### src/verilog/busPkg.sv
package busPkg;

   ////////////////////////////////////////////////////////////
   // Bus word layout, bit 0 is the most significant bit
   ////////////////////////////////////////////////////////////

   localparam int busWordBits = 36;         // Backplane word width

   // Operation flags in the address word
   localparam int busFlagRead   = 3;        // Read cycle
   localparam int busFlagWrTest = 4;        // Write test
   localparam int busFlagWrite  = 5;        // Write cycle
   localparam int busFlagPhys   = 8;        // Physical reference
   localparam int busFlagIo     = 10;       // I/O space reference

   // Device field sits just above the I/O address
   localparam int busDevMsb = 14;
   localparam int busDevLsb = 17;

   localparam int busIoAddrBits  = 18;      // Bits 18 to 35
   localparam int busMemAddrBits = 20;      // Bits 16 to 35

   // Operation decoded from the flag bits
   typedef enum logic [1:0]
   {
      opNone,
      opRead,
      opWrite,
      opWrTest
   } busOpType;

   localparam logic [0:3] memDevNum = 4'd0;                       // Memory is device 0
   localparam logic [0:busIoAddrBits-1] msrIoAddr = 18'o100000;   // MSR in I/O space

endpackage

### src/verilog/memPkg.sv
package memPkg;

   ////////////////////////////////////////////////////////////
   // Memory cycle phases
   ////////////////////////////////////////////////////////////

   localparam int phaseCount = 4;           // Width of the one-hot phase

   typedef enum logic [1:0]
   {
      phase1,                               // Capture address and data
      phase2,
      phase3,                               // Array write and read address
      phase4                                // Read word valid
   } phaseType;

   ////////////////////////////////////////////////////////////
   // High-speed block and status register
   ////////////////////////////////////////////////////////////

   // HSB occupies 32 words at octal 376000
   localparam int hsbAddrBits = 5;
   localparam logic [0:14] hsbBase = 15'(20'o0376000 >> hsbAddrBits);

   // NXM is sticky and write-one-to-clear
   localparam int msrNxmBit = 2;

   // Writable control bits, never includes NXM
   localparam logic [0:35] msrWriteMask = 36'o034000_000001;

endpackage

### src/verilog/memStat.sv
module memStat import busPkg::*; import memPkg::*;
(
   input  logic                   rst,
   input  logic                   memCLK,
   input  logic                   msrWrite,
   input  logic                   nxmHit,
   input  logic [0:busWordBits-1] busDataIn,
   output logic [0:busWordBits-1] regStat
);

   logic [0:busWordBits-1] ctrlBits;       // Writable control field
   logic                   nxmFlag;        // Sticky nonexistent memory

   ////////////////////////////////////////////////////////////
   // Control bits
   ////////////////////////////////////////////////////////////

   always_ff @(posedge memCLK or posedge rst)
   begin
      if (rst)
         ctrlBits <= '0;
      else if (msrWrite)
         ctrlBits <= busDataIn & msrWriteMask;   // Only writable bits stick
   end

   // NXM set has priority over the write-one clear
   always_ff @(posedge memCLK or posedge rst)
   begin
      if (rst)
         nxmFlag <= 1'b0;
      else if (nxmHit)
         nxmFlag <= 1'b1;
      else if (msrWrite & busDataIn[msrNxmBit])
         nxmFlag <= 1'b0;
   end

   // Assemble the register image
   always_comb
   begin
      regStat            = ctrlBits;
      regStat[msrNxmBit] = nxmFlag;
   end

endmodule

### config.mk
export PLATFORM = sky130hd
export DESIGN_NAME = memStat
export DESIGN_NICKNAME = d
export VERILOG_FILES = /design/src/verilog/busPkg.sv /design/src/verilog/memPkg.sv /design/src/verilog/memStat.sv
export SDC_FILE = /design/constraint.sdc
export NUM_CORES = 1
export LEC_CHECK = 0
export BUFFER_PORTS_ARGS = -buffer_cell sky130_fd_sc_hd__buf_2
export CAP_MARGIN = 20
export CORE_MARGIN = 1
export CORE_UTILIZATION = 29
export CTS_BUF_LIST = sky130_fd_sc_hd__clkbuf_4 sky130_fd_sc_hd__clkbuf_8
export CTS_CLUSTER_DIAMETER = 30
export CTS_CLUSTER_SIZE = 30
export DETAILED_ROUTE_END_ITERATION = 8
export GPL_ROUTABILITY_DRIVEN = 0
export PLACE_DENSITY = 0.92
export RECOVER_POWER = 100
export SLEW_MARGIN = 20
export SYNTH_ARGS = -nofsm -noshare
export SYNTH_HDL_FRONTEND = slang
export SYNTH_SLANG_ARGS = --single-unit
export TNS_END_PERCENT = 50
### constraint.sdc
create_clock -name memCLK -period 1.6 [get_ports memCLK]
set_input_delay 0 -clock memCLK [delete_from_list [all_inputs] [get_ports memCLK]]
set_output_delay 0 -clock memCLK [all_outputs]
set_load 0.05 [all_outputs]
==> impl_summary.log <==
INFO  metric outcome = completed
INFO  metric drt_first_pass_iters = 2
INFO  metric hp-class = primary input to register
INFO  metric critical_path_required = 1.60 ns
INFO  metric maxSlewHeadroom = 59.6%
INFO  metric synthesis.yosys.warnings = 0
INFO  metric first_pass_grt_wire_length = 883 um
INFO  metric dr.first_iter.drc_count = 1
INFO  metric post_cts_sizing = 0
INFO  metric yosysSeqAreaShare = 29.2%
INFO  metric finalSetupViolCount = 0
INFO  metric drv_slew = 0
INFO  metric cp.arrival = 1.07 ns
INFO  metric syn-instance-count = 45
INFO  metric clockBufferDepth = 2
INFO  metric insertedDiodeCount = 0
INFO  metric vias = 262
INFO  metric die_w = 40.5 um
INFO  metric r2r_setup_slack = 0.84 ns
INFO  metric wl_per_cell = 7.14 um
INFO  metric clock_tree.root_cell = clkbuf_4
INFO  metric dp_hpwl = 466 um
INFO  metric cts_tree = done
INFO  metric cp_num_buf_inv = 1
INFO  metric antenna_violations_before_repair = 0
INFO  metric crit_type = register to primary output
INFO  metric die_area = 0.00164 mm^2
INFO  metric tightest_slew = 0.609 ns
INFO  metric areaGrowthSynthToFinish = 9.33%
INFO  metric fin_crit = 1.07 ns
INFO  metric leakage = 0.265 nW
INFO  metric number_of_global_route_vias_before_repair = 229
INFO  metric timing.critical_path.slowest_cell_delay = 0.47 ns
INFO  metric chipHeight = 40.5 um
INFO  metric netlist-cell-type-count = 7
INFO  metric grt_overflow = 0
INFO  metric fraction_of_final_layout_cells_sized_beyond_drive_strength_1 = 24.2%
INFO  metric max_freq = 935 MHz
INFO  metric rsz0062_at_grt = no
INFO  metric powerDensity = 1190 mW/mm^2
INFO  metric fin_worst_hold_slack = 0.0440 ns
INFO  metric ports_placed_on_the_boundary = 76
INFO  metric syn_avg_cell_area = 9.54 um^2
INFO  metric layout_worst_path_cycle_share = 66.8%
INFO  metric io_buffer_count = 13
INFO  metric timing.critical_path.cells = clkbuf_1
INFO  metric final.setup.tns = 0 ns
INFO  metric postSynthRegisterBits = 5
INFO  metric drtAntennaViolNets = 0
INFO  metric final-hold-violation-count = 0
INFO  metric global_route.usage.total = 9.69%
INFO  metric clk_latency = 0.24 ns
INFO  metric cts_post_setup_buffers_inserted = 0
INFO  metric cts.clk_slew.worst_paths = 0.04 ns
INFO  metric worstPathMaxFanout = 2
INFO  metric cap_violations = 0
INFO  metric vias_per_cell = 3.23
INFO  metric setup.worst_path.start_class = register
INFO  metric ctsHtreeMaxLevel = 1
INFO  metric netlist_area = 429 um^2
INFO  metric final.fill_count = 139
INFO  metric nets = 107
INFO  metric coreArea = 0.00133 mm^2
INFO  metric clock-skew-final = 0 ns
INFO  metric critical_path.top_delay_family = buffers and inverters
INFO  metric max-vdd-ir-drop = 0.476 mV
INFO  metric drc_errors = 0
INFO  metric grt_start_max_net_pins = 6
INFO  metric starting_density_of_the_core = 32.2%
INFO  metric numCtsBuffers = 3
INFO  metric detail_route.wirelength = 578 um
INFO  metric cpMaxStageDelayCell = clkbuf_1
INFO  metric num_rows = 13
INFO  metric numClockSinks = 5
INFO  metric worstSetupEndpointType = primary output
==> through the flow <==
step / std cells / util (%) / power (mW) / instance area (um^2) / setup WS [ns]
finish: 81 / 35.2 / 0.557 / 469 / 0.531
global route: 81 / 35.2 / 0.588 / 469 / 0.484
CTS: 81 / 35.6 / 0.565 / 475 / 0.732
detailed placement: 71 / 28.9 / 0.387 / 385 / 0.852
global placement: 71 / 28.9 / 0.384 / 385 / 0.869
floorplan: 75 / - / 0.422 / 542 / 0.612
==> layout by cell type (no fill, tap or decap), drive strengths merged <==
cell type,Yosys,routed
dfrtp,5,5
mux2,4,4
conb,1,31
dlygate4sd3,0,6
buf,32,8
nand2,1,1
a21o,1,1
inv,1,1
clkbuf,0,9
==> layout make-up <==
type                    count  area [um^2]  area share (%)
repair buffers             19          119            25.3
well taps                  15         18.8            4.00
clock buffers               4         30.0            6.40
inverters                   1         3.75           0.800
flip-flops and latches      5          125            26.7
multi-input cells          37          173            36.8
==> routing by layer <==
metal | wire length [um] | GRT usage [%]
met1 | 160 | 6.98
met2 | 337 | 15.9
met3 | 63 | 5.00
met4 | 17 | 12.5
met5 | 0 | 0
==> cells in the mapped netlist, drive strengths merged <==
library cell,instances,share of area (%)
inv,1,0.87
conb,1,0.87
dfrtp,5,29
mux2,4,10
buf,32,56
a21o,1,1.7
nand2,1,0.87
==> final timing paths <==
| check | start | endpoint | depth (start not counted) |
|---|---|---|---|
| max reg2reg | ctrlBits[4]$_DFFE_PP0P_ | ctrlBits[4]$_DFFE_PP0P_ | 1 |
| min reg2reg | nxmFlag$_DFFE_PP0P_ | nxmFlag$_DFFE_PP0P_ | 1 |
| max in group asynchronous | rst | ctrlBits[6]$_DFFE_PP0P_ | 3 |
| max | ctrlBits[4]$_DFFE_PP0P_ | regStat[4] | 1 |
| min in group asynchronous | rst | ctrlBits[4]$_DFFE_PP0P_ | 3 |
| min | busDataIn[2] | nxmFlag$_DFFE_PP0P_ | 3 |
==> repair_timing <==
item,4_1_cts,5_1_grt
endpoints found under the hold margin,10,0
hold buffers,6,0
endpoints found under the setup margin,0,0
==> where the power goes <==
group	internal [mW]	total, mW	switching, mW
registers	0.139	0.145	0.00653
clock network	0.111	0.163	0.0516
logic	0.0311	0.249	0.218
==> flip-flops by register name, summed over array words and instances (netlist names) <==
register / cells
ctrlBits: 4
nxmFlag: 1
==> kinds of logic after synthesis <==
| family | Yosys count | share of synthesized area [%] |
|---|---|---|
| other cells | 1 | 0.874 |
| simple gates | 1 | 0.874 |
| buf+inv | 33 | 56.9 |
| mux | 4 | 10.5 |
| flops | 5 | 29.2 |
| compound gates | 1 | 1.75 |
Power figures use the tool's default switching activity.
