`src/verilog/busPkg.sv`:
```
package busPkg;

   ////////////////////////////////////////////////////////////
   // Bus word layout, bit 0 is the most significant bit
   ////////////////////////////////////////////////////////////

   localparam int busWordBits = 36;         // Backplane word width

   // Operation flags in the address word
   localparam int busFlagRead   = 3;        // Read cycle
   localparam int busFlagWrTest = 4;        // Write test
   localparam int busFlagWrite  = 5;        // Write cycle
   localparam int busFlagPhys   = 8;        // Physical reference
   localparam int busFlagIo     = 10;       // I/O space reference

   // Device field sits just above the I/O address
   localparam int busDevMsb = 14;
   localparam int busDevLsb = 17;

   localparam int busIoAddrBits  = 18;      // Bits 18 to 35
   localparam int busMemAddrBits = 20;      // Bits 16 to 35

   // Operation decoded from the flag bits
   typedef enum logic [1:0]
   {
      opNone,
      opRead,
      opWrite,
      opWrTest
   } busOpType;

   localparam logic [0:3] memDevNum = 4'd0;                       // Memory is device 0
   localparam logic [0:busIoAddrBits-1] msrIoAddr = 18'o100000;   // MSR in I/O space

endpackage

```
`src/verilog/memPkg.sv`:
```
package memPkg;

   ////////////////////////////////////////////////////////////
   // Memory cycle phases
   ////////////////////////////////////////////////////////////

   localparam int phaseCount = 4;           // Width of the one-hot phase

   typedef enum logic [1:0]
   {
      phase1,                               // Capture address and data
      phase2,
      phase3,                               // Array write and read address
      phase4                                // Read word valid
   } phaseType;

   ////////////////////////////////////////////////////////////
   // High-speed block and status register
   ////////////////////////////////////////////////////////////

   // HSB occupies 32 words at octal 376000
   localparam int hsbAddrBits = 5;
   localparam logic [0:14] hsbBase = 15'(20'o0376000 >> hsbAddrBits);

   // NXM is sticky and write-one-to-clear
   localparam int msrNxmBit = 2;

   // Writable control bits, never includes NXM
   localparam logic [0:35] msrWriteMask = 36'o034000_000001;

endpackage

```
`src/verilog/memDecode.sv`:
```
module memDecode import busPkg::*; import memPkg::*;
#(
   parameter int memAddrBits = 15
)
(
   input  logic                      busReq,
   input  logic [0:busWordBits-1]    busAddrIn,
   input  logic [1:phaseCount]       phase,
   output logic                      busAck,
   output logic                      msrWrite,     // Phase 4 only
   output logic                      memWrite,
   output logic [0:busMemAddrBits-1] memAddr,
   output logic                      isHsb,
   output logic                      selIo,
   output logic                      selMain,
   output logic                      nxmHit        // Phase 4 only
);

   localparam int upperBits = busMemAddrBits - memAddrBits;  // Bits above the main array

   logic [0:3]               busDev;
   logic [0:busIoAddrBits-1] ioAddr;
   logic                     busIo;
   logic                     msrHit;
   logic                     inMain;
   busOpType                 busOp;

   // Address word fields
   assign busIo   = busAddrIn[busFlagIo];
   assign busDev  = busAddrIn[busDevMsb:busDevLsb];
   assign ioAddr  = busAddrIn[busWordBits-busIoAddrBits:busWordBits-1];
   assign memAddr = busAddrIn[busWordBits-busMemAddrBits:busWordBits-1];

   // Write test beats write, write beats read
   always_comb
   begin
      if (busAddrIn[busFlagWrTest])
         busOp = opWrTest;
      else if (busAddrIn[busFlagWrite])
         busOp = opWrite;
      else if (busAddrIn[busFlagRead])
         busOp = opRead;
      else
         busOp = opNone;
   end

   ////////////////////////////////////////////////////////////
   // Region and register match
   ////////////////////////////////////////////////////////////

   assign msrHit = busIo & busAddrIn[busFlagPhys] & (busDev == memDevNum) & (ioAddr == msrIoAddr);
   assign inMain = (memAddr[0:upperBits-1] == '0);
   assign isHsb  = (memAddr[0:busMemAddrBits-hsbAddrBits-1] == hsbBase);

   assign selIo   = busIo;                  // Read mux select
   assign selMain = inMain;

   // Writes are accepted anywhere but only land in a real region
   assign memWrite = busReq & ~busIo & (busOp == opWrite) & (inMain | isHsb);

   always_comb
   begin
      busAck = 1'b0;
      if (busReq)
      begin
         if (msrHit)
            busAck = (busOp == opRead) | (busOp == opWrite);
         else if (~busIo)
            busAck = (busOp == opWrite) | (busOp == opWrTest)
                   | ((busOp == opRead) & (inMain | isHsb));
      end
   end

   assign msrWrite = busReq & msrHit & (busOp == opWrite) & phase[4];
   assign nxmHit   = busReq & ~busIo & (busOp == opRead) & ~(inMain | isHsb) & phase[4];

endmodule

```
`config.mk`:
```
export PLATFORM = sky130hd
export DESIGN_NAME = memDecode
export DESIGN_NICKNAME = d
export VERILOG_FILES = /design/src/verilog/busPkg.sv /design/src/verilog/memPkg.sv /design/src/verilog/memDecode.sv
export SDC_FILE = /design/constraint.sdc
export NUM_CORES = 1
export LEC_CHECK = 0
export ABC_AREA = 1
export BUFFER_PORTS_ARGS = -buffer_cell sky130_fd_sc_hd__buf_2
export CAP_MARGIN = 25
export CORE_UTILIZATION = 31
export DETAILED_ROUTE_END_ITERATION = 16
export MAX_ROUTING_LAYER = met4
export PLACE_DENSITY_LB_ADDON = 0.05
export SYNTH_ARGS = -nofsm -noshare
export SYNTH_HDL_FRONTEND = slang
export SYNTH_SLANG_ARGS = --single-unit
```
`constraint.sdc`:
```
create_clock -name vclk -period 1.2
set_input_delay 0.18 -clock vclk [all_inputs]
set_output_delay 0.18 -clock vclk [all_outputs]
set_load 0.01 [all_outputs]
```
==> parameters.txt <==
Parameter                              Value

Power and ir drop
  Largest vdd supply drop    roughly 0.00014 V
  Cell area power density    287.8 nW/µm²
  Fraction of power consumed by sequential logic    0%
  Switching power share of the total    47.07%
  Internal power component    0.0001256 W
  Logic gate share of total power    100.0%
  Leak pwr    between 0.4 and 0.5 nW
  Clock network power share    0%
  Net Sw Power    0.0001117 W

Placed design
  Cell area reported after detailed placement    648.1 µm²
  HPWL reported at the end of detailed placement    957.6 µm
  Count of input and output buffers    56
  Gp weighted congestion    0.6137

Die
  Core area    1334 µm²
  Number of I/O pins    between 60 and 70
  Die Y-Extent    40.28 µm
  Starting Density    34.05%
  Die Footprint    approximately 1600 µm²
  Std cell rows    13
  Die Span X    between 40 and 50 µm

Detailed routing
  Initial DRT Pass Iterations    2
  Final wirelength    1.193 mm
  DRC violation total after the first TritonRoute iteration    2
  DRC errors left    0
  Via-to-Cell Ratio    4.310
  Average wire per standard cell    between 8 and 9 µm
  Antenna-violating nets left    0
  DR vias    625

Finish
  Commonest non-fill, non-tap cells in the layout    sky130_fd_sc_hd__buf_2, sky130_fd_sc_hd__inv_1, sky130_fd_sc_hd__buf_6
  Summed area of non-filler cells in the final layout    824.5 µm²
  Final core utilization    about 62%
  Net count reported at finish    175
  Final-layout clock buffer total    0
  Share of final-layout standard cells stronger than drive strength 1    70.77%
  Sequential cell area    0 µm²
  Antenna diodes    0
  Synthesis-to-layout area growth    81.54%
  Most common cell after layout, fill and taps aside    sky130_fd_sc_hd__buf_2
  Sequential cell count of the final layout    0

Setup path
  Worst path buffer plus inverter count    4
  Kind of capture point of the worst setup path    primary output
  Peak fanout along the critical path    2
  Data required time of the worst path    1.02 ns
  Timing startpoint of the critical path    busAddrIn[3]
  CP startpoint kind    input port
  Library cell appearing most often on the critical path    sky130_fd_sc_hd__inv_1
  Worst EP arrival    1.11 ns
  Class of the most critical setup path    in2out
  Category of cells accounting for the largest share of critical-path delay    buffers and inverters
  Delay of the slowest cell on the worst path    0.31 ns
  CP max stage cell    sky130_fd_sc_hd__ha_2
  Chain of cells forming the critical path    buf_6, a21oi_4, inv_1, ha_2, inv_1, o21ai_1, a21oi_1, buf_2

Timing
  Maximum clock rate    773.5 MHz
  Setup repair after global routing missed its margin    true
  Post-route minimum period    around 1.3 ns
  Final setup margin    -0.09276 ns
  Endpoints failing setup    3
  Worst rel slew slack    90.51%
  Measured slew at the worst slew-check pin    roughly 0.14 ns
  Final Hold Viols    0
  Final worst-path cycle share    107.7%
  Count of pins over their slew limit    0

Logic synthesis
  Syn Inst Count    84
  Post-Syn Area    454.2 µm²
  Largest area contributor in the synthesized netlist    sky130_fd_sc_hd__buf_4
  Cells taking the most area after synthesis    sky130_fd_sc_hd__buf_4, sky130_fd_sc_hd__nor2_1, sky130_fd_sc_hd__inv_1, sky130_fd_sc_hd__nand2_1, sky130_fd_sc_hd__nand3_1
  Sequential-to-total area share from yosys stat    0%
  Number of distinct library cells after synthesis    15
  Number of synthesis warnings    0
  Share of the synthesized area in the top cell type    34.71%
  Synthesized netlist net count    127
  Syn_area_per_cell    5.407 µm²

Run status
  Violated checks    setup timing
  Status    finished, violations left

Global routing
  Maximum number of pins on one net before global-route repair    5
  Overall global routing resource usage    14.72%
  Number of antenna violations at the first check in global routing    0
  Vias in the first global route    492
  Total global routing overflow    0
  Global-route wire length before repair    1.697 mm

Clock network
  Hold_buf cts    0

Min path
  Hold Startpoint    busAddrIn[30]
  Classification of the worst-slack hold path    in2out

Run
  Max Cap Viol    0
[stage by stage]
step | hold WS (ns) | TNS [ns] | power (W) | instances | setup WS (ns)
global route | 0.5608 | -0.3976 | 0.0002635 | 145 | -0.1931
global placement | 0.5581 | -0.2466 | 0.0001793 | 141 | -0.1397
floorplan | 0.4518 | 0 | 0.0001182 | 84 | 0.03006
finish | 0.5440 | -0.1718 | 0.0002373 | 145 | -0.09276
CTS | 0.5391 | -0.1037 | 0.0002021 | 142 | -0.09367
detailed placement | 0.5584 | -0.3101 | 0.0001822 | 141 | -0.1728
[logic make-up (layout without fill, tap and decap cells)]
family / after synthesis / after routing / synth area share [%]
and+or+nand+nor: 42 / 42 / 42.97
buffers and inverters: 36 / 82 / 47.11
adders and majority gates: 2 / 2 / 5.509
AOI/OAI and AO/OA: 4 / 4 / 4.406
[synth_stat cells, types with 2 or more instances]
cell                      count
sky130_fd_sc_hd__nand2_2      2
sky130_fd_sc_hd__nand3_1      6
sky130_fd_sc_hd__ha_1         2
sky130_fd_sc_hd__nor2_2       2
sky130_fd_sc_hd__inv_1       14
sky130_fd_sc_hd__a21oi_1      3
sky130_fd_sc_hd__nand4_1      2
sky130_fd_sc_hd__nor2_1      15
sky130_fd_sc_hd__buf_4       21
sky130_fd_sc_hd__nand2_1     12
[layout make-up]
| class | count | area [µm²] |
|---|---|---|
| Timing Repair Buffer | 67 | 429.2 |
| Multi-Input combinational cell | 48 | 317.8 |
| Inverter | 15 | 58.81 |
| Tap cell | 15 | 18.77 |
| Fill cell | 152 | 509.2 |
[layer usage]
layer  part of all wire, %  vias up  wire, µm  track usage (%)
met2                    54       30       644            31.05
met5                     0        -         0                -
met1                    38      267       455            15.91
met4                     0        0         0                0
met3                   7.7        0        92                0
li1                      -      328         -                -
[final timing paths]
check	cells past startpoint	slack, ns	to
setup / recovery	8	-0.09	busAck
hold / removal	2	0.54	memAddr[14]
[what timing repair did]
item,in CTS,in global routing
gates resized for setup,13,25
pin swaps,8,8
endpoints found under the setup margin,3,4
buffers inserted,1,3
gates cloned,0,0
[power by group through the flow]
stage	logic, W	clock network (W)	registers, W
final	0.000237	0	0
after global routing	0.000263	0	0
after CTS	0.000202	0	0
after detailed placement	0.000182	0	0
after global placement	0.000179	0	0
after floorplan	0.000118	0	0
Power figures use the tool's default switching activity.
