## src/verilog/memPkg.sv

```systemverilog
package memPkg;

   ////////////////////////////////////////////////////////////
   // Memory cycle phases
   ////////////////////////////////////////////////////////////

   localparam int phaseCount = 4;           // Width of the one-hot phase

   typedef enum logic [1:0]
   {
      phase1,                               // Capture address and data
      phase2,
      phase3,                               // Array write and read address
      phase4                                // Read word valid
   } phaseType;

   ////////////////////////////////////////////////////////////
   // High-speed block and status register
   ////////////////////////////////////////////////////////////

   // HSB occupies 32 words at octal 376000
   localparam int hsbAddrBits = 5;
   localparam logic [0:14] hsbBase = 15'(20'o0376000 >> hsbAddrBits);

   // NXM is sticky and write-one-to-clear
   localparam int msrNxmBit = 2;

   // Writable control bits, never includes NXM
   localparam logic [0:35] msrWriteMask = 36'o034000_000001;

endpackage

```

## src/verilog/memPhase.sv

```systemverilog
module memPhase import memPkg::*;
(
   input  logic                rst,
   input  logic                memCLK,
   output logic [1:phaseCount] phase         // One-hot, bit 1 is phase 1
);

   phaseType phaseState;

   // Free-running rotation
   always_ff @(posedge memCLK or posedge rst)
   begin
      if (rst)
         phaseState <= phase1;
      else
      begin
         case (phaseState)
            phase1  : phaseState <= phase2;
            phase2  : phaseState <= phase3;
            phase3  : phaseState <= phase4;
            default : phaseState <= phase1; // Wrap after phase 4
         endcase
      end
   end

   // One-hot decode for the bus and the arrays
   always_comb
   begin
      phase = '0;
      case (phaseState)
         phase1  : phase[1] = 1'b1;
         phase2  : phase[2] = 1'b1;
         phase3  : phase[3] = 1'b1;
         default : phase[4] = 1'b1;
      endcase
   end

endmodule

```

## config.mk

```make
export PLATFORM = sky130hd
export DESIGN_NAME = memPhase
export DESIGN_NICKNAME = d
export VERILOG_FILES = /design/src/verilog/memPkg.sv /design/src/verilog/memPhase.sv
export SDC_FILE = /design/constraint.sdc
export NUM_CORES = 1
export LEC_CHECK = 0
export BUFFER_PORTS_ARGS = -buffer_cell sky130_fd_sc_hd__buf_2
export CORE_AREA = 10 10 47 49
export CTS_CLUSTER_SIZE = 8
export DETAILED_ROUTE_END_ITERATION = 6
export DIE_AREA = 0 0 57 59
export HOLD_SLACK_MARGIN = 0.08
export PLACE_DENSITY_LB_ADDON = 0.08
export REMOVE_ABC_BUFFERS = 1
export SLEW_MARGIN = 5
export SYNTH_ARGS = -nofsm -noshare
export SYNTH_HDL_FRONTEND = slang
export SYNTH_SLANG_ARGS = --single-unit
```

## constraint.sdc

```tcl
create_clock -name memCLK -period 0.9 [get_ports memCLK]
set_input_delay 0.18 -clock memCLK [delete_from_list [all_inputs] [get_ports memCLK]]
set_output_delay 0.18 -clock memCLK [all_outputs]
set_load 0.005 [all_outputs]
```

==> impl_results.md, run 1 <==
- Outcome: finished with violations
- Failing checks: negative setup slack
- Overall global routing resource usage: 0.0216
- Flop pwr share: 0.306
- Fin Setup TNS: -1.18 ns
- CP arrival: 1.00 ns
- H-tree depth: 1
- DRC Markers: 0
- Max reg flops: 2
- Total internal power: 0.000242 W
- Vias in the first global route: 115
- Switching power total: 0.0000533 W
- Largest delay share family, worst path: flip-flops
- # port buffers: 5
- Non-Filler Instances: 35
- IO Pins: 6
- Placed cell count: 31
- Setup bufs post-CTS: 0
- Post-route setup slack: -0.277 ns
- Initial antenna violation count: 0
- Startpoint Class: flop
- Total gr overflow: 0
- First-pass GRT wire length: between 400 and 500 um
- RSZ-0062 raised after global routing: true
- Nets@finish: 27
- Layout overhead on the synthesized area: 117%
- Slew Limit Fails: 0
- Combinational share of power: 0.024
- Post-synth cell types: 4
- GPL Wtd Cong: 0.537
- Sw Share: 0.180
- Clk sink count: 2
- Diode count: 0
- Num CTS Buffers: 3
- Root buffer cell: clkbuf_4
- Yosys warnings: 0
- CTS clk-pin slew, worst paths: 0.03 ns
- Via count: 90
- DR iter-0 viols: 0
- Post-Route WL: 300 um
- Antenna-violating nets left: 0
- Share of layout cells above drive strength 1: 0.737
- Worst-margin pin slew: 0.177 ns
- Largest net degree at the start of global routing: 4
- Regs by FF count: phaseState x2
- Critical path class: flop to primary output
- Register area share after synthesis: 0.426
- Die X: 57 um
- Worst min-delay path class: input pin to asynchronous set/reset pin
- Routed len/inst: 8.57 um
- Clock power share: 0.670
- CTS tree: done
- Core region area: about 0.0014 mm^2
- FF+latch count, synth: 2
- Setup crit end kind: primary output
- Clk Latency, worst-skew pair: 0.22 ns
- Util after Layout: 0.182
- Slew margin rel.: 0.882
- Tot Pwr: 0.000296 W
- DR pass1 iterations: 1
- Row Count: 14
- Syn_area_per_cell: roughly 12 um^2
- WP data required: between 0.7 and 0.8 ns
- Vias/cell: 2.57
- Worst VDD drop: 0.000519 V
- Crit path buf inv count: 2
- Cell Pwr Density: 1160 mW/mm^2
- Leakage: about 0.12 nW
- Clock Skew: ~0.00062 ns
- Die area: 0.00336 mm^2
- Slowest CP cell: dfrtp_1
- Worst-path fanout max: 3
- Number of max-cap violations: 0
- Max Freq: ~0.85 GHz
- Tcrit/Tclk final: 1.31
- Fin. Hold Viols: 0
- Final setup fails: 5
- Critical path, cell by cell: inv_2, ha_4, buf_6
- Clock buffer depth: 2
- Final min period: 1.18 ns
- Synth Cell Area: 118 um^2
- Reg with most FFs: phaseState
- # fillers: 168
- Starting Density: 0.0839
- Die Ht: 59 um
- Syn Inst Count: 10
- CP peak stage delay: 0.41 ns
==> final cells by class <==
cell class / count / area, um^2 / area share
timing repair buffer: 6 / 53.8 / 0.211
multi-input combinational: 5 / 93.8 / 0.368
clock buffer: 3 / 22.5 / 0.0882
tap: 16 / 20.0 / 0.0784
inverter: 3 / 13.8 / 0.0539
sequential: 2 / 51.3 / 0.201
==> worst paths after layout <==
path	start	to	slack (ns)	cells after the start
setup / recovery	phaseState[1]$_DFF_PP0_	phase[1]	-0.28	3
hold / removal	rst	phaseState[0]$_DFF_PP0_	0.35	3
setup reg to reg	phaseState[1]$_DFF_PP0_	phaseState[0]$_DFF_PP0_	-0.12	3
hold reg to reg	phaseState[0]$_DFF_PP0_	phaseState[1]$_DFF_PP0_	0.68	2
max in group asynchronous	rst	phaseState[0]$_DFF_PP0_	0.43	3
min in group memCLK	phaseState[0]$_DFF_PP0_	phaseState[1]$_DFF_PP0_	0.68	2
==> per-layer routing <==
layer / up-vias / wire length, um / global-route usage
met1: 37 / 132 / 0.0201
met4: 0 / 0 / 0.0403
li1: 46 / - / -
met2: 7 / 125 / 0.0202
met3: 0 / 42 / 0.0172
met5: - / 0 / 0
==> logic make-up after synthesis <==
kind of cell	Yosys count	share of synthesized area
and+or+nand+nor	1	0.0532
DFF	2	0.426
buffers and inverters	3	0.0957
adders and majority gates	4	0.426
==> synthesized netlist by cell type <==
library cell / number / area [um^2]
inv_1: 3 / 11.3
or2_1: 1 / 6.26
ha_1: 4 / 50.1
dfrtp_1: 2 / 50.1
==> power groups by stage <==
stage | Clock [W] | Combinational, W | Sequential (W)
2_1_floorplan | 0 | 0.00000169 | 0.0000916
3_3_place_gp | 0 | 0.00000384 | 0.0000916
3_5_place_dp | 0 | 0.00000391 | 0.0000916
4_1_cts | 0.000217 | 0.00000719 | 0.0000905
5_1_grt | 0.000216 | 0.00000821 | 0.0000905
6_report | 0.000198 | 0.00000707 | 0.0000906
==> timing repair <==
action,in CTS,in global routing
endpoints found under the setup margin,5,6
pin swaps,0,1
gates resized for setup,5,8
hold buffers,1,0
endpoints found under the hold margin,2,0
==> stage by stage <==
step	cell area (um^2)	hold WS (ns)	worst slack [ns]
after CTS	206	0.335	-0.271
after global placement	163	0.0296	-0.109
after global routing	255	0.359	-0.325
final	255	0.348	-0.277
after detailed placement	163	0.0309	-0.108
after floorplan	118	-0.0788	-0.0497
==> cell usage in the layout, fill, tap and decap left out <==
| master | synthesis | layout |
|---|---|---|
| ha_4 | 0 | 3 |
| clkbuf_4 | 0 | 3 |
| buf_6 | 0 | 3 |
| buf_2 | 0 | 2 |
| inv_2 | 0 | 1 |
| or2_1 | 1 | 1 |
| inv_4 | 0 | 1 |
| inv_1 | 3 | 1 |
| ha_1 | 4 | 1 |
| dlygate4sd3_1 | 0 | 1 |
| dfrtp_2 | 0 | 1 |
| dfrtp_1 | 2 | 1 |
==> tightest hold or removal path, delay by kind of cell <==
family / cells / cell delay [ns]
buf+inv: 3 / 0.72
No activity file was read; power rests on OpenSTA's default activity.
==> inputs of run 2 (changes only) <==
CELL_PAD_IN_SITES_DETAIL_PLACEMENT = 1   (was not set)
CELL_PAD_IN_SITES_GLOBAL_PLACEMENT = 1   (was not set)
==> run 2 against run 1 <==
Compared with the run above:
- register-to-register slack improved by 0.06 ns
- the flow still finishes with violations (negative setup slack)
- sequential power about the same
- sequential cell count unchanged
- clock-buffer cell count unchanged
- power decreased by 0.97%
- die area unchanged
==> impl_results.md, run 2 (synthesized netlist as in run 1, its figures left out) <==
- CTS tree: done
- Overall global routing resource usage: 0.0237 (+0.00216)
- Failing checks: negative setup slack
- Cell Pwr Density: 1250 mW/mm^2 (+8.0%)
- Critical path class: flop to primary output
- IO Pins: 6 (unchanged)
- Vias in the first global route: 122 (+6.1%)
- Worst VDD drop: 0.000491 V (-5.4%)
- Max reg flops: 2 (unchanged)
- Starting Density: 0.0839 (unchanged)
- Vias/cell: 2.86 (+11%)
- H-tree depth: 1 (unchanged)
- Setup bufs post-CTS: 0 (unchanged)
- # fillers: 174 (+3.6%)
- Die Ht: 59 um (unchanged)
- Max Freq: 0.867 GHz (+2.0%)
- Clk sink count: 2 (unchanged)
- Clock Skew: 0.00349 ns (+0.00287 ns)
- RSZ-0062 raised after global routing: true
- Row Count: 14 (unchanged)
- Num CTS Buffers: 3 (unchanged)
- Final setup fails: 5 (unchanged)
- Worst-margin pin slew: 0.129 ns (-0.0472 ns)
- # port buffers: 5 (unchanged)
- Tcrit/Tclk final: 1.28 (-0.0258)
- CTS clk-pin slew, worst paths: 0.03 ns (about the same)
- Antenna-violating nets left: 0 (unchanged)
- Reg with most FFs: phaseState
- Number of max-cap violations: 0 (unchanged)
- Final min period: 1.15 ns (-0.0232 ns)
- Slew margin rel.: 0.914 (+0.0315)
- Fin. Hold Viols: 0 (unchanged)
- Die X: 57 um (unchanged)
- Core region area: 0.00140 mm^2 (unchanged)
- Via count: 100 (+11%)
- DRC Markers: 0 (unchanged)
- Leakage: 0.112 nW (-4.9%)
- Routed len/inst: 8.11 um (-5.3%)
- Slew Limit Fails: 0 (unchanged)
- Outcome: finished with violations
- Total internal power: 0.000242 W (about the same)
- Worst-path fanout max: 3 (unchanged)
- Root buffer cell: clkbuf_4
- Clock power share: 0.666 (-0.004)
- Post-route setup slack: -0.254 ns (+0.0232 ns)
- Clk Latency, worst-skew pair: 0.22 ns (about the same)
- Share of layout cells above drive strength 1: 0.684 (-0.0526)
- Total gr overflow: 0 (unchanged)
- Post-Route WL: 284 um (-5.3%)
- GPL Wtd Cong: 0.562 (+4.6%)
- Layout overhead on the synthesized area: 98.9%
- Initial antenna violation count: 0 (unchanged)
- Nets@finish: 27 (unchanged)
- Largest net degree at the start of global routing: 4 (unchanged)
- Die area: 0.00336 mm^2 (unchanged)
- Worst min-delay path class: input pin to asynchronous set/reset pin
- First-pass GRT wire length: 531 um (+15%)
- CP arrival: 0.97 ns (-0.03 ns)
- Startpoint Class: flop
- Pre-CTS setup slack: -0.0879 ns (+0.0201 ns)
- WP data required: 0.72 ns (about the same)
- Setup crit end kind: primary output
- DR iter-0 viols: 0 (unchanged)
- Regs by FF count: phaseState x2
- Most frequent cells in the layout: clkbuf_4, buf_2
- Combinational share of power: 0.024 (about the same)
- Diode count: 0 (unchanged)
- Fin Setup TNS: -1.01 ns (+0.170 ns)
- DR pass1 iterations: 1 (unchanged)
- Clock buffer depth: 2 (unchanged)
- Flop pwr share: 0.309 (+0.003)
- Switching power total: 0.0000506 W (-5.0%)
- Sw Share: 0.173 (-0.00729)
==> run 2: changes by cell type in the layout (fill, tap and decap cells not counted) <==
cell | before | now
buf_6 | 3 | 2
inv_4 | 1 | 0
buf_2 | 2 | 3
ha_4 | 3 | 2
inv_2 | 1 | 2
ha_1 | 1 | 2
==> run 2: per-stage QoR <==
stage,area [um^2],hold WS [ns],utilization,cells,power [W]
4_1_cts,200,0.351,0.143,35,0.000307
3_5_place_dp,163,0.0328,0.116,31,0.0000955
5_1_grt,234,0.357,0.167,35,0.000317
6_report,234,0.350,0.167,35,0.000293
3_3_place_gp,163,0.0294,0.116,31,0.0000954
2_1_floorplan,118,-0.0788,-,10,0.0000932
==> run 2: final timing paths <==
path	endpoint	start	cells after the start	slack, ns
min in group memCLK	phaseState[1]$_DFF_PP0_	phaseState[1]$_DFF_PP0_	2	0.66
worst min register to register	phaseState[1]$_DFF_PP0_	phaseState[1]$_DFF_PP0_	2	0.66
max in group asynchronous	phaseState[1]$_DFF_PP0_	rst	3	0.43
worst max-delay path	phase[2]	phaseState[1]$_DFF_PP0_	3	-0.25
worst max register to register	phaseState[0]$_DFF_PP0_	phaseState[0]$_DFF_PP0_	3	-0.06
worst min-delay path	phaseState[0]$_DFF_PP0_	rst	3	0.35
==> run 2: power by group through the flow <==
| stage | clock network (W) | logic [W] | registers [W] |
|---|---|---|---|
| 2_1_floorplan | 0 | 0.00000169 | 0.0000916 |
| 3_3_place_gp | 0 | 0.00000384 | 0.0000916 |
| 3_5_place_dp | 0 | 0.00000399 | 0.0000916 |
| 4_1_cts | 0.000209 | 0.00000742 | 0.0000906 |
| 5_1_grt | 0.000218 | 0.00000826 | 0.0000905 |
| 6_report | 0.000195 | 0.00000712 | 0.0000906 |
==> run 2: worst max-delay path: stages (launching register included) <==
cell and delay [ns]:
dfrtp_2 0.43, inv_2 0.09, ha_1 0.14, buf_2 0.11
==> run 2: final cells by class <==
type / count / area (um^2) / area share
multi-input cells: 5 / 81.3 / 0.348
repair buffers: 6 / 47.5 / 0.203
clock buffers: 3 / 22.5 / 0.0963
well taps: 16 / 20.0 / 0.0856
flip-flops and latches: 2 / 51.3 / 0.219
inverters: 3 / 11.3 / 0.0481
==> run 2: timing repair <==
action	in CTS	in global routing
pin swaps	0	2
setup endpoints to repair	5	5
gates resized for setup	4	5
hold endpoints to repair	2	0
hold buffers	1	0
==> run 2: routing by layer <==
layer  vias up  wire length (um)  GRT usage  share of wire
li1         49                 -          -              -
met3         2                43     0.0279           0.15
met4         0                 7     0.0302          0.025
met5         -                 0          0              0
met2         4               115     0.0233           0.40
met1        45               117     0.0213           0.41
